## src/common/lsu_cfg_pkg.sv

```systemverilog
package lsu_cfg_pkg;

   // Core data path
   localparam int data_w = 32;
   localparam int addr_w = 32;

   // Byte lanes of one bus word
   localparam int bytes_w = data_w / 8;
   localparam int off_w = $clog2(bytes_w);  // Byte offset inside a word

   // Lane widths used by the aligners
   localparam int byte_w = 8;
   localparam int half_w = 16;

endpackage

```

## src/common/lsu_op_pkg.sv

```systemverilog
package lsu_op_pkg;

   // Opcode bus from the commit stage
   localparam int opc_w = 5;

   localparam int opc_load_bit = 0;   // Load request
   localparam int opc_store_bit = 1;  // Store request
   localparam int opc_sext_bit = 2;   // Sign extend the load result
   localparam int opc_size_lsb = 3;   // Start of the size field

   // Width of the size field
   localparam int size_w = 2;

   // Access size, value 3 unused
   typedef enum logic [size_w-1:0] {
      size_byte = 2'd0,
      size_half = 2'd1,
      size_word = 2'd2
   } lsu_size_e;

endpackage

```

## src/common/lsu_op_if.sv

```systemverilog
interface lsu_op_if;
   import lsu_cfg_pkg::*;
   import lsu_op_pkg::*;

   logic [off_w-1:0] off;  // Byte offset of the held request
   lsu_size_e size;
   logic sext;
   logic ld;
   logic cap;              // Read data valid, register it

   modport ctrl (
      output off,
      output size,
      output sext,
      output ld,
      output cap
   );

   modport load (
      input off,
      input size,
      input sext,
      input ld,
      input cap
   );

endinterface

```

## src/hdl/lsu_store_align.sv

```systemverilog
module lsu_store_align (
   input  logic [lsu_cfg_pkg::addr_w-1:0]  lsa,
   input  logic [lsu_cfg_pkg::data_w-1:0]  wdat,
   input  logic [lsu_op_pkg::opc_w-1:0]    opc,
   output logic                            misalign,
   output logic [lsu_cfg_pkg::data_w-1:0]  st_data,
   output logic [lsu_cfg_pkg::bytes_w-1:0] st_sel
);
   import lsu_cfg_pkg::*;
   import lsu_op_pkg::*;

   lsu_size_e size;
   logic [off_w-1:0] off;
   logic req;
   logic [2:0] exp_bytes;

   assign size = lsu_size_e'(opc[opc_size_lsb +: size_w]);
   assign off = lsa[off_w-1:0];
   assign req = opc[opc_load_bit] | opc[opc_store_bit];

   // Bytes can sit anywhere
   assign misalign = ((size == size_half) & off[0]) |
                     ((size == size_word) & (|off));

   always_comb begin
      case (size)
         size_byte: begin
            st_data = {bytes_w{wdat[byte_w-1:0]}};  // Same byte on every lane
            st_sel = bytes_w'(1) << off;
         end
         size_half: begin
            st_data = {(data_w / half_w){wdat[half_w-1:0]}};
            st_sel = off[1] ? 4'b1100 : 4'b0011;
         end
         default: begin
            st_data = wdat;
            st_sel = '1;
         end
      endcase
   end

   assign exp_bytes = (size == size_byte) ? 3'd1 :
                      (size == size_half) ? 3'd2 : 3'd4;

   // Lane count of an aligned access matches its size
   a_sel_count: assert final (!req || misalign || $countones(st_sel) == exp_bytes);

endmodule

```

## src/hdl/lsu_ctrl.sv

```systemverilog
module lsu_ctrl (
   input  logic                            clk,
   input  logic                            rst,
   input  logic                            req_valid,
   input  logic [lsu_op_pkg::opc_w-1:0]    opc,
   input  logic [lsu_cfg_pkg::addr_w-1:0]  lsa,
   input  logic                            misalign,
   input  logic [lsu_cfg_pkg::data_w-1:0]  st_data,
   input  logic [lsu_cfg_pkg::bytes_w-1:0] st_sel,
   input  logic                            wb_ack,
   output logic                            stall_req,
   output logic                            wb_valid,
   output logic                            ealign,
   output logic [lsu_cfg_pkg::addr_w-1:0]  vaddr,
   output logic                            wb_cyc,
   output logic                            wb_stb,
   output logic                            wb_we,
   output logic [lsu_cfg_pkg::addr_w-1:0]  wb_adr,
   output logic [lsu_cfg_pkg::bytes_w-1:0] wb_sel,
   output logic [lsu_cfg_pkg::data_w-1:0]  wb_wdat,
   lsu_op_if.ctrl                          op
);
   import lsu_cfg_pkg::*;
   import lsu_op_pkg::*;

   typedef enum logic [1:0] {
      st_idle,
      st_bus,   // Wishbone cycle open
      st_done   // Writeback, or alignment fault
   } state_e;

   state_e state, state_nxt;

   logic req_ld;
   logic req_st;
   logic accept;

   // Held request
   logic [addr_w-1:0] adr_q;
   logic [data_w-1:0] wdat_q;
   logic [bytes_w-1:0] sel_q;
   lsu_size_e size_q;
   logic sext_q;
   logic ld_q;
   logic mis_q;

   assign req_ld = opc[opc_load_bit];
   assign req_st = opc[opc_store_bit];
   assign accept = req_valid & ~stall_req & (req_ld | req_st);  // No-op opcodes dropped

   always_comb begin
      state_nxt = state;
      case (state)
         st_idle, st_done: begin
            if (accept) begin
               state_nxt = misalign ? st_done : st_bus;  // Fault skips the bus
            end else begin
               state_nxt = st_idle;
            end
         end
         st_bus: begin
            if (wb_ack) begin
               state_nxt = st_done;
            end
         end
         default: begin
            state_nxt = st_idle;
         end
      endcase
   end

   always_ff @(posedge clk) begin
      if (rst) begin
         state <= st_idle;
      end else begin
         state <= state_nxt;
      end
   end

   always_ff @(posedge clk) begin
      if (accept) begin
         adr_q <= lsa;
         wdat_q <= st_data;
         sel_q <= req_ld ? '1 : st_sel;  // Loads read the whole word
         size_q <= lsu_size_e'(opc[opc_size_lsb +: size_w]);
         sext_q <= opc[opc_sext_bit];
         ld_q <= req_ld;
         mis_q <= misalign;
      end
   end

   // Wishbone classic master
   assign wb_cyc = (state == st_bus);
   assign wb_stb = (state == st_bus);
   assign wb_we = ~ld_q;
   assign wb_adr = {adr_q[addr_w-1:off_w], {off_w{1'b0}}};  // Word address
   assign wb_sel = sel_q;
   assign wb_wdat = wdat_q;

   // Back to the core
   assign wb_valid = (state == st_done);
   assign ealign = wb_valid & mis_q;
   assign stall_req = wb_cyc | ealign;
   assign vaddr = adr_q;

   // Held operation for the load path
   assign op.off = adr_q[off_w-1:0];
   assign op.size = size_q;
   assign op.sext = sext_q;
   assign op.ld = ld_q;
   assign op.cap = wb_cyc & wb_ack & ld_q;

   a_stb_cyc: assert property (
      @(posedge clk) disable iff (rst) wb_stb |-> wb_cyc
   );

   // Request must not move while the slave is still waiting
   a_req_hold: assert property (
      @(posedge clk) disable iff (rst)
      wb_stb && !wb_ack |=> $stable(wb_adr) && $stable(wb_sel)
   );

   a_ealign_no_bus: assert property (
      @(posedge clk) disable iff (rst) !(ealign && wb_cyc)
   );

endmodule

```

## src/hdl/lsu_load_align.sv

```systemverilog
module lsu_load_align (
   input  logic                           clk,
   input  logic                           rst,
   input  logic [lsu_cfg_pkg::data_w-1:0] wb_rdat,
   output logic [lsu_cfg_pkg::data_w-1:0] dout,
   lsu_op_if.load                         op
);
   import lsu_cfg_pkg::*;
   import lsu_op_pkg::*;

   logic [byte_w-1:0] lane_b;
   logic [half_w-1:0] lane_h;
   logic [data_w-1:0] ext;

   assign lane_b = wb_rdat[op.off * byte_w +: byte_w];  // Lane named by the offset
   assign lane_h = op.off[1] ? wb_rdat[data_w-1:half_w] : wb_rdat[half_w-1:0];

   always_comb begin
      case (op.size)
         size_byte: begin
            ext = {{(data_w - byte_w){op.sext & lane_b[byte_w-1]}}, lane_b};
         end
         size_half: begin
            ext = {{(data_w - half_w){op.sext & lane_h[half_w-1]}}, lane_h};
         end
         default: begin
            ext = wb_rdat;
         end
      endcase
   end

   // Result holds until the next load returns
   always_ff @(posedge clk) begin
      if (rst) begin
         dout <= '0;
      end else if (op.cap) begin
         dout <= ext;
      end
   end

   // Stores never overwrite the load result
   a_cap_load_only: assert property (
      @(posedge clk) disable iff (rst) op.cap |-> op.ld
   );

endmodule

```

## src/hdl/lsu_top.sv

```systemverilog
module lsu_top (
   input  logic                            clk,
   input  logic                            rst,
   // Commit stage request
   input  logic                            req_valid,
   input  logic [lsu_op_pkg::opc_w-1:0]    opc,
   input  logic [lsu_cfg_pkg::addr_w-1:0]  lsa,
   input  logic [lsu_cfg_pkg::data_w-1:0]  wdat,
   // Writeback side
   output logic                            stall_req,
   output logic                            wb_valid,
   output logic [lsu_cfg_pkg::data_w-1:0]  dout,
   output logic                            ealign,
   output logic [lsu_cfg_pkg::addr_w-1:0]  vaddr,
   // Wishbone data port
   output logic                            wb_cyc,
   output logic                            wb_stb,
   output logic                            wb_we,
   output logic [lsu_cfg_pkg::addr_w-1:0]  wb_adr,
   output logic [lsu_cfg_pkg::bytes_w-1:0] wb_sel,
   output logic [lsu_cfg_pkg::data_w-1:0]  wb_wdat,
   input  logic [lsu_cfg_pkg::data_w-1:0]  wb_rdat,
   input  logic                            wb_ack
);
   import lsu_cfg_pkg::*;

   logic misalign;
   logic [data_w-1:0] st_data;
   logic [bytes_w-1:0] st_sel;

   lsu_op_if op_if ();

   lsu_store_align u_store_align (
      .lsa      (lsa),
      .wdat     (wdat),
      .opc      (opc),
      .misalign (misalign),
      .st_data  (st_data),
      .st_sel   (st_sel)
   );

   lsu_ctrl u_ctrl (
      .clk       (clk),
      .rst       (rst),
      .req_valid (req_valid),
      .opc       (opc),
      .lsa       (lsa),
      .misalign  (misalign),
      .st_data   (st_data),
      .st_sel    (st_sel),
      .wb_ack    (wb_ack),
      .stall_req (stall_req),
      .wb_valid  (wb_valid),
      .ealign    (ealign),
      .vaddr     (vaddr),
      .wb_cyc    (wb_cyc),
      .wb_stb    (wb_stb),
      .wb_we     (wb_we),
      .wb_adr    (wb_adr),
      .wb_sel    (wb_sel),
      .wb_wdat   (wb_wdat),
      .op        (op_if.ctrl)
   );

   lsu_load_align u_load_align (
      .clk     (clk),
      .rst     (rst),
      .wb_rdat (wb_rdat),
      .dout    (dout),
      .op      (op_if.load)
   );

endmodule

```

## config.mk

```make
export PLATFORM = sky130hd
export DESIGN_NAME = lsu_top
export DESIGN_NICKNAME = d
export VERILOG_FILES = /design/src/common/lsu_cfg_pkg.sv /design/src/common/lsu_op_pkg.sv /design/src/common/lsu_op_if.sv /design/src/hdl/lsu_store_align.sv /design/src/hdl/lsu_ctrl.sv /design/src/hdl/lsu_load_align.sv /design/src/hdl/lsu_top.sv
export SDC_FILE = /design/constraint.sdc
export NUM_CORES = 1
export LEC_CHECK = 0
export ABC_AREA = 1
export BUFFER_PORTS_ARGS = -buffer_cell sky130_fd_sc_hd__buf_2
export CORE_ASPECT_RATIO = 1.1
export CORE_MARGIN = 4
export CORE_UTILIZATION = 41
export DETAILED_ROUTE_END_ITERATION = 12
export PLACE_DENSITY_LB_ADDON = 0.3
export SKIP_CTS_REPAIR_TIMING = 1
export SYNTH_ARGS = -nofsm -noshare
export SYNTH_HDL_FRONTEND = slang
export SYNTH_SLANG_ARGS = --single-unit
```

## constraint.sdc

```tcl
create_clock -name clk -period 4 [get_ports clk]
set_input_delay 0.4 -clock clk [delete_from_list [all_inputs] [get_ports clk]]
set_output_delay 0.4 -clock clk [all_outputs]
set_load 0.05 [all_outputs]
```

==> run_results.csv, run 1 <==
group,metric,value,unit
final_layout,final_cell_mix,"240 x buf_2, 143 x nand2_1, 73 x edfxtp_1",
global_route,grt_pass1_vias,3978,
logic_synthesis,muxShareOfSynthArea,0,%
min_path,hold_path.class,"in -> reg",
final_layout,fin_nets,797,
clocking,clk_pin_slew,0.07,ns
detailed_routing,post_drt_wl_per_cell,15.4,um
detailed_routing,drc,0,
timing,fin_crit_sh,53.0,%
worst_setup_path,startpoint_type,"register",
flow_run,cap_violations,0,
clocking,cts_tree,"built",
logic_synthesis,yosys.area_share.simple,19.1,%
timing,max_freq,471,MHz
final_layout,final_common_cell,"buf_2",
logic_synthesis,netlist_area,0.00476,sq mm
timing,finClkSkew,0.00512,ns
logic_synthesis,ys_warn_count,0,
timing,max_slew_margin,16.7,%
power,ir_worst_vdd,0.000220,V
timing,timing.hold.ws,0.227,ns
logic_synthesis,yosys.area_share.xor_xnor,0,%
clocking,cts_buffers,9,
floorplanning,fp.dieArea,0.0134,sq mm
detailed_routing,vias,4066,
logic_synthesis,ys_seq_area_share,60.4,%
global_route,grt_antenna_before_repair,0,
logic_synthesis,synthAdderAreaFrac,0,%
worst_setup_path,endpoint_kind,"register",
final_layout,fin_area,0.00611,sq mm
detailed_routing,firstDrtPassIters,5,
floorplanning,chipWidth,111,um
placed_design,portBuffers,240,
timing,slew_violations,0,
worst_setup_path,critPathArrivalTime,2.36,ns
clocking,clk_latency,0.34,ns
placed_design,post-dp-hpwl,10.1,mm
final_layout,n_fill_cell,1058,
detailed_routing,routed_wirelength,13.0,mm
logic_synthesis,ys_ff_latch,107,
global_route,gr-total-overflow,0,
floorplanning,row_count,41,
logic_synthesis,synthCells,493,
global_route,grt_pass1_wl,19.8,mm
final_layout,syn_to_final_growth,28.3,%
logic_synthesis,synth_top_family_by_area,"simple AND/OR/NAND/NOR gates",
placed_design,place.gp.congestion,0.839,
outcome,status,"finished, final reports clean",
worst_setup_path,required,4.24,ns
timing,rsz0062_at_grt,"no",
worst_setup_path,crit_fanout,35,
placed_design,dpl_cell_area,0.00581,sq mm
floorplanning,initial_core_util,41.6,%
clocking,root_buffer,"clkbuf_16",
worst_setup_path,r2r_slack,1.88,ns
floorplanning,core,0.0114,sq mm
power,p_per_area,454,mW/mm^2
detailed_routing,ant_nets,0,
logic_synthesis,avgSynthCellArea,9.65,sq um
logic_synthesis,synth_compound_area_share,9.67,%
clocking,cts_sinks,107,
timing,fin_ws,1.88,ns
clocking,clk_path_buf_depth,2,
clocking,h-tree-depth,3,
placed_design,dp_slack,1.86,ns
floorplanning,ios,243,
timing,period_needed,2.12,ns
floorplanning,die_h,121,um
global_route,grt_max_degree,42,
logic_synthesis,synth.distinct_cells,27,
detailed_routing,vias_per_cell,4.80,
timing,setup_viol,0,
timing,finalHoldViolCount,0,
detailed_routing,drtIter0Drc,228,
timing,worst_pin_slew,1.25,ns
power,p_leak,0.00296,uW
power,power,2770,uW
timing,finalSetupTns,0,ns
final_layout,antennaDiodeCount,0,
final_layout,drive_gt1_share,39.9,%
global_route,grt_usage,18.7,%
worst_setup_path,critPathKind,"reg -> reg",
[report_power, final]
part	switching (uW)	internal [uW]
logic	462	132
registers	36.3	1260
clock network	392	490
total	890	1880
[cell usage after synthesis]
library cell	number	area [sq um]
conb_1	1	3.75
edfxtp_1	73	2190
nand2_4	2	22.5
inv_1	33	124
a21oi_2	10	87.6
nor2_1	41	154
nand3_2	2	20.0
o21ai_1	2	10.0
inv_2	2	7.51
nand3_4	1	17.5
clkbuf_1	8	30.0
inv_6	1	8.76
o21ai_0	30	150
nand4_1	8	50.1
nand3_1	12	60.1
nand2_1	143	537
buf_2	5	25.0
inv_4	1	6.26
a21oi_1	32	160
o211ai_1	7	52.6
nor2_4	2	22.5
nand2_2	1	6.26
dfxtp_1	34	681
buf_6	3	33.8
buf_1	2	7.51
buf_4	36	270
nor2_8	1	20.0
[critical path, stage by stage, from the launching register on]
cell	delay, ns
edfxtp_1	1.18
inv_6	0.05
nand2_4	0.13
nor2_1	0.04
nand2_1	0.08
nand2_1	0.07
nand2_1	0.20
nand4_1	0.12
nand2_1	0.10
inv_1	0.04
[metal layers]
| layer | share of wire [%] | GRT usage, % | wire length, um | up-vias |
|---|---|---|---|---|
| met3 | 7.6 | 5.44 | 993 | 31 |
| met1 | 39 | 21.6 | 5050 | 1873 |
| met5 | 0 | 0 | 0 | - |
| met2 | 50 | 31.6 | 6470 | 167 |
| met4 | 3.8 | 9.47 | 497 | 0 |
| li1 | - | - | - | 1995 |
[cell type report]
| cell class | count | area, sq um | area share (%) |
|---|---|---|---|
| clock buffer | 11 | 233 | 3.81 |
| tap | 150 | 188 | 3.07 |
| inverter | 37 | 146 | 2.40 |
| clock inverter | 5 | 60.1 | 0.984 |
| multi-input combinational | 296 | 1390 | 22.7 |
| timing repair buffer | 241 | 1220 | 20.0 |
| sequential | 107 | 2870 | 47.0 |
[sequential cells by signal, summed over array words and instances, names as in the netlist]
| signal | flops |
|---|---|
| u_ctrl.wb_sel | 4 |
| u_ctrl.op.ld | 1 |
| u_load_align.dout | 32 |
| u_ctrl.state | 2 |
| u_ctrl.op.sext | 1 |
| u_ctrl.vaddr | 32 |
| u_ctrl.mis_q | 1 |
| u_ctrl.wb_wdat | 32 |
| u_ctrl.op.size | 2 |
[metrics by stage]
stage	cells	util, %
4_1_cts	847	53.4
2_1_floorplan	494	-
6_report	847	53.4
5_1_grt	847	53.4
3_3_place_gp	831	50.8
3_5_place_dp	831	50.8
[logic make-up after synthesis]
logic type             count (synthesis)
other                                  1
DFF                                  107
and+or+nand+nor                      213
buffers and inverters                 91
AOI/OAI and AO/OA                     81
[path summary, 6_finish.rpt]
| path | start | cells after the start | end |
|---|---|---|---|
| worst max-delay path | u_ctrl.op.size[1] | 9 | u_load_align.dout[13] |
| worst min-delay path | lsa[6] | 1 | u_ctrl.vaddr[6] |
| worst max register to register | u_ctrl.op.size[1] | 9 | u_load_align.dout[13] |
| worst min register to register | u_load_align.dout[20] | 2 | u_load_align.dout[20] |
(Power assumes the default switching activity.)
==> inputs of run 2 (changes only) <==
--- a/config.mk
+++ b/config.mk
@@ -9,7 +9,7 @@
 export BUFFER_PORTS_ARGS = -buffer_cell sky130_fd_sc_hd__buf_2
 export CORE_ASPECT_RATIO = 1.1
 export CORE_MARGIN = 4
-export CORE_UTILIZATION = 41
+export CORE_UTILIZATION = 46
 export DETAILED_ROUTE_END_ITERATION = 12
 export PLACE_DENSITY_LB_ADDON = 0.3
 export SKIP_CTS_REPAIR_TIMING = 1
==> constraint.sdc (replaced) <==
create_clock -name clk -period 2.08 [get_ports clk]
set_input_delay 0.208 -clock clk [delete_from_list [all_inputs] [get_ports clk]]
set_output_delay 0.208 -clock clk [all_outputs]
set_load 0.05 [all_outputs]
==> run_results.csv, run 2 (synthesis gave the netlist of run 1 again) <==
group,metric,value,unit
outcome,status,"finished, final reports clean",
global_route,grt_use_met3,6.15,%
final_layout,fin_nets,835,
power,seq_power_share,49.5,%
worst_setup_path,critPathKind,"reg -> reg",
floorplanning,core,0.00998,sq mm
power,p_int,3290,uW
timing,setup_viol,0,
timing,max_slew_margin,56.0,%
clocking,cts_tree,"built",
worst_setup_path,endpoint_kind,"register",
placed_design,place.gp.congestion,0.919,
worst_setup_path,regToRegEndpoint,"u_load_align.dout[6]",
detailed_routing,firstDrtPassIters,5,
floorplanning,ios,243,
global_route,grt_max_degree,51,
min_path,holdPathEnd,"u_ctrl.wb_wdat[6]",
clocking,h-tree-depth,3,
min_path,hold_path.class,"in -> reg",
flow_run,cap_violations,0,
worst_setup_path,required,2.40,ns
worst_setup_path,crit_fanout,26,
clocking,clk_pin_slew,0.11,ns
floorplanning,initial_core_util,47.7,%
final_layout,final_common_cell,"buf_2",
power,p_leak,0.00309,uW
timing,fin_crit_sh,82.9,%
global_route,gr-total-overflow,0,
timing,finClkSkew,0.0112,ns
timing,worst_pin_slew,0.659,ns
power,p_sw_share,34.3,%
power,ir_worst_vdd,0.000511,V
global_route,grt_antenna_before_repair,1,
floorplanning,chipWidth,105,um
detailed_routing,routed_wirelength,13.8,mm
global_route,use_met1,26.0,%
timing,finalHoldViolCount,0,
clocking,cts_sinks,107,
detailed_routing,vias_per_cell,4.96,
worst_setup_path,reg2reg_depth,6,
global_route,grt_pass1_wl,20.5,mm
detailed_routing,vias,4245,
min_path,whs_path_depth,1,
timing,timing.hold.ws,0.0274,ns
timing,rsz0062_at_grt,"no",
final_layout,drive_gt1_share,39.6,%
timing,slew_violations,0,
global_route,grt_usage,21.7,%
power,clkPwrFrac,25.9,%
detailed_routing,post_drt_wl_per_cell,16.1,um
min_path,holdCritStartpoint,"wdat[6]",
floorplanning,fp.dieArea,0.0120,sq mm
placed_design,dpl_cell_area,0.00585,sq mm
final_layout,final_cell_mix,"240 x buf_2, 142 x nand2_1, 73 x edfxtp_1",
power,combPwrFrac,24.6,%
detailed_routing,drc,0,
global_route,busiest_layer,"met2",
worst_setup_path,startpoint_type,"register",
timing,period_needed,1.72,ns
final_layout,n_fill_cell,836,
clocking,clk_latency,0.38,ns
placed_design,portBuffers,240,
floorplanning,row_count,38,
placed_design,post-dp-hpwl,10.3,mm
final_layout,fin_area,0.00636,sq mm
power,p_per_area,788,mW/mm^2
clocking,cts_buffers,9,
worst_setup_path,critPathArrivalTime,2.05,ns
detailed_routing,drtIter0Drc,258,
global_route,gr-usage-met2,36.6,%
power,p_sw,1720,uW
final_layout,syn_to_final_growth,33.7,%
global_route,grt_pass1_vias,4084,
detailed_routing,ant_nets,0,
floorplanning,die_h,115,um
timing,max_freq,580,MHz
worst_setup_path,r2r_slack,0.36,ns
worst_setup_path,worstReg2RegStart,"u_ctrl.op.size[1]",
clocking,root_buffer,"clkbuf_8",
clocking,clk_path_buf_depth,2,
-- run 2: changes by cell type in the layout (fill, tap and decap cells not counted), moves of 7 or more --
cell,previous run,this run
dlygate4sd3_1,0,31
clkbuf_16,9,0
clkbuf_8,0,9
buf_4,0,7
-- run 2: power groups by stage --
stage	sequential [uW]	clock (uW)	combinational, uW
5_1_grt	2500	1420	1300
3_5_place_dp	2530	0	1180
3_3_place_gp	2520	0	1170
6_report	2480	1300	1230
4_1_cts	2480	1320	1180
2_1_floorplan	2920	0	497
-- run 2: how the worst max path moves through the flow --
stage	start	to	cells after the start	slack (ns)
after floorplan	u_ctrl.state[0]	u_ctrl.mis_q	5	-0.18
after global placement	u_ctrl.state[0]	u_load_align.dout[12]	7	0.46
after detailed placement	u_ctrl.op.size[1]	u_load_align.dout[6]	6	0.40
after CTS	u_ctrl.op.size[1]	u_load_align.dout[6]	6	0.38
after global routing	u_ctrl.op.size[1]	u_load_align.dout[4]	6	0.20
final	u_ctrl.op.size[1]	u_load_align.dout[6]	6	0.36
-- run 2: metrics by stage --
stage / total power (uW) / setup WS [ns] / util, % / TNS, ns / cells
6_report: 5010 / 0.356 / 63.7 / 0 / 856
2_1_floorplan: 3420 / -0.180 / - / -13.39 / 494
5_1_grt: 5210 / 0.204 / 63.7 / 0 / 856
3_5_place_dp: 3710 / 0.402 / 58.6 / 0 / 808
3_3_place_gp: 3700 / 0.463 / 58.6 / 0 / 808
4_1_cts: 4990 / 0.377 / 60.6 / 0 / 824
-- run 2: cell type report --
class / instances / area, sq um / area share [%]
sequential: 107 / 2880 / 45.2
timing repair buffer: 279 / 1580 / 24.9
multi-input combinational: 296 / 1410 / 22.1
tap: 120 / 150 / 2.36
inverter: 37 / 146 / 2.30
clock buffer: 9 / 124 / 1.95
clock inverter: 7 / 73.8 / 1.16
antenna: 1 / 2.50 / 0.0393
-- run 2: layer usage --
metal / share of wire (%) / vias up / routed length, um
met3: 7.6 / 35 / 1050
li1: - / 2073 / -
met5: 0 / - / 0
met1: 40 / 1930 / 5450
met2: 50 / 207 / 6840
met4: 3.4 / 0 / 467
-- run 2: worst max-delay path, stage by stage, from the launching register on --
cell	delay, ns
edfxtp_1	0.60
buf_4	0.31
a21oi_1	0.45
nand2_1	0.10
nand3_1	0.12
nand2_1	0.05
inv_1	0.04
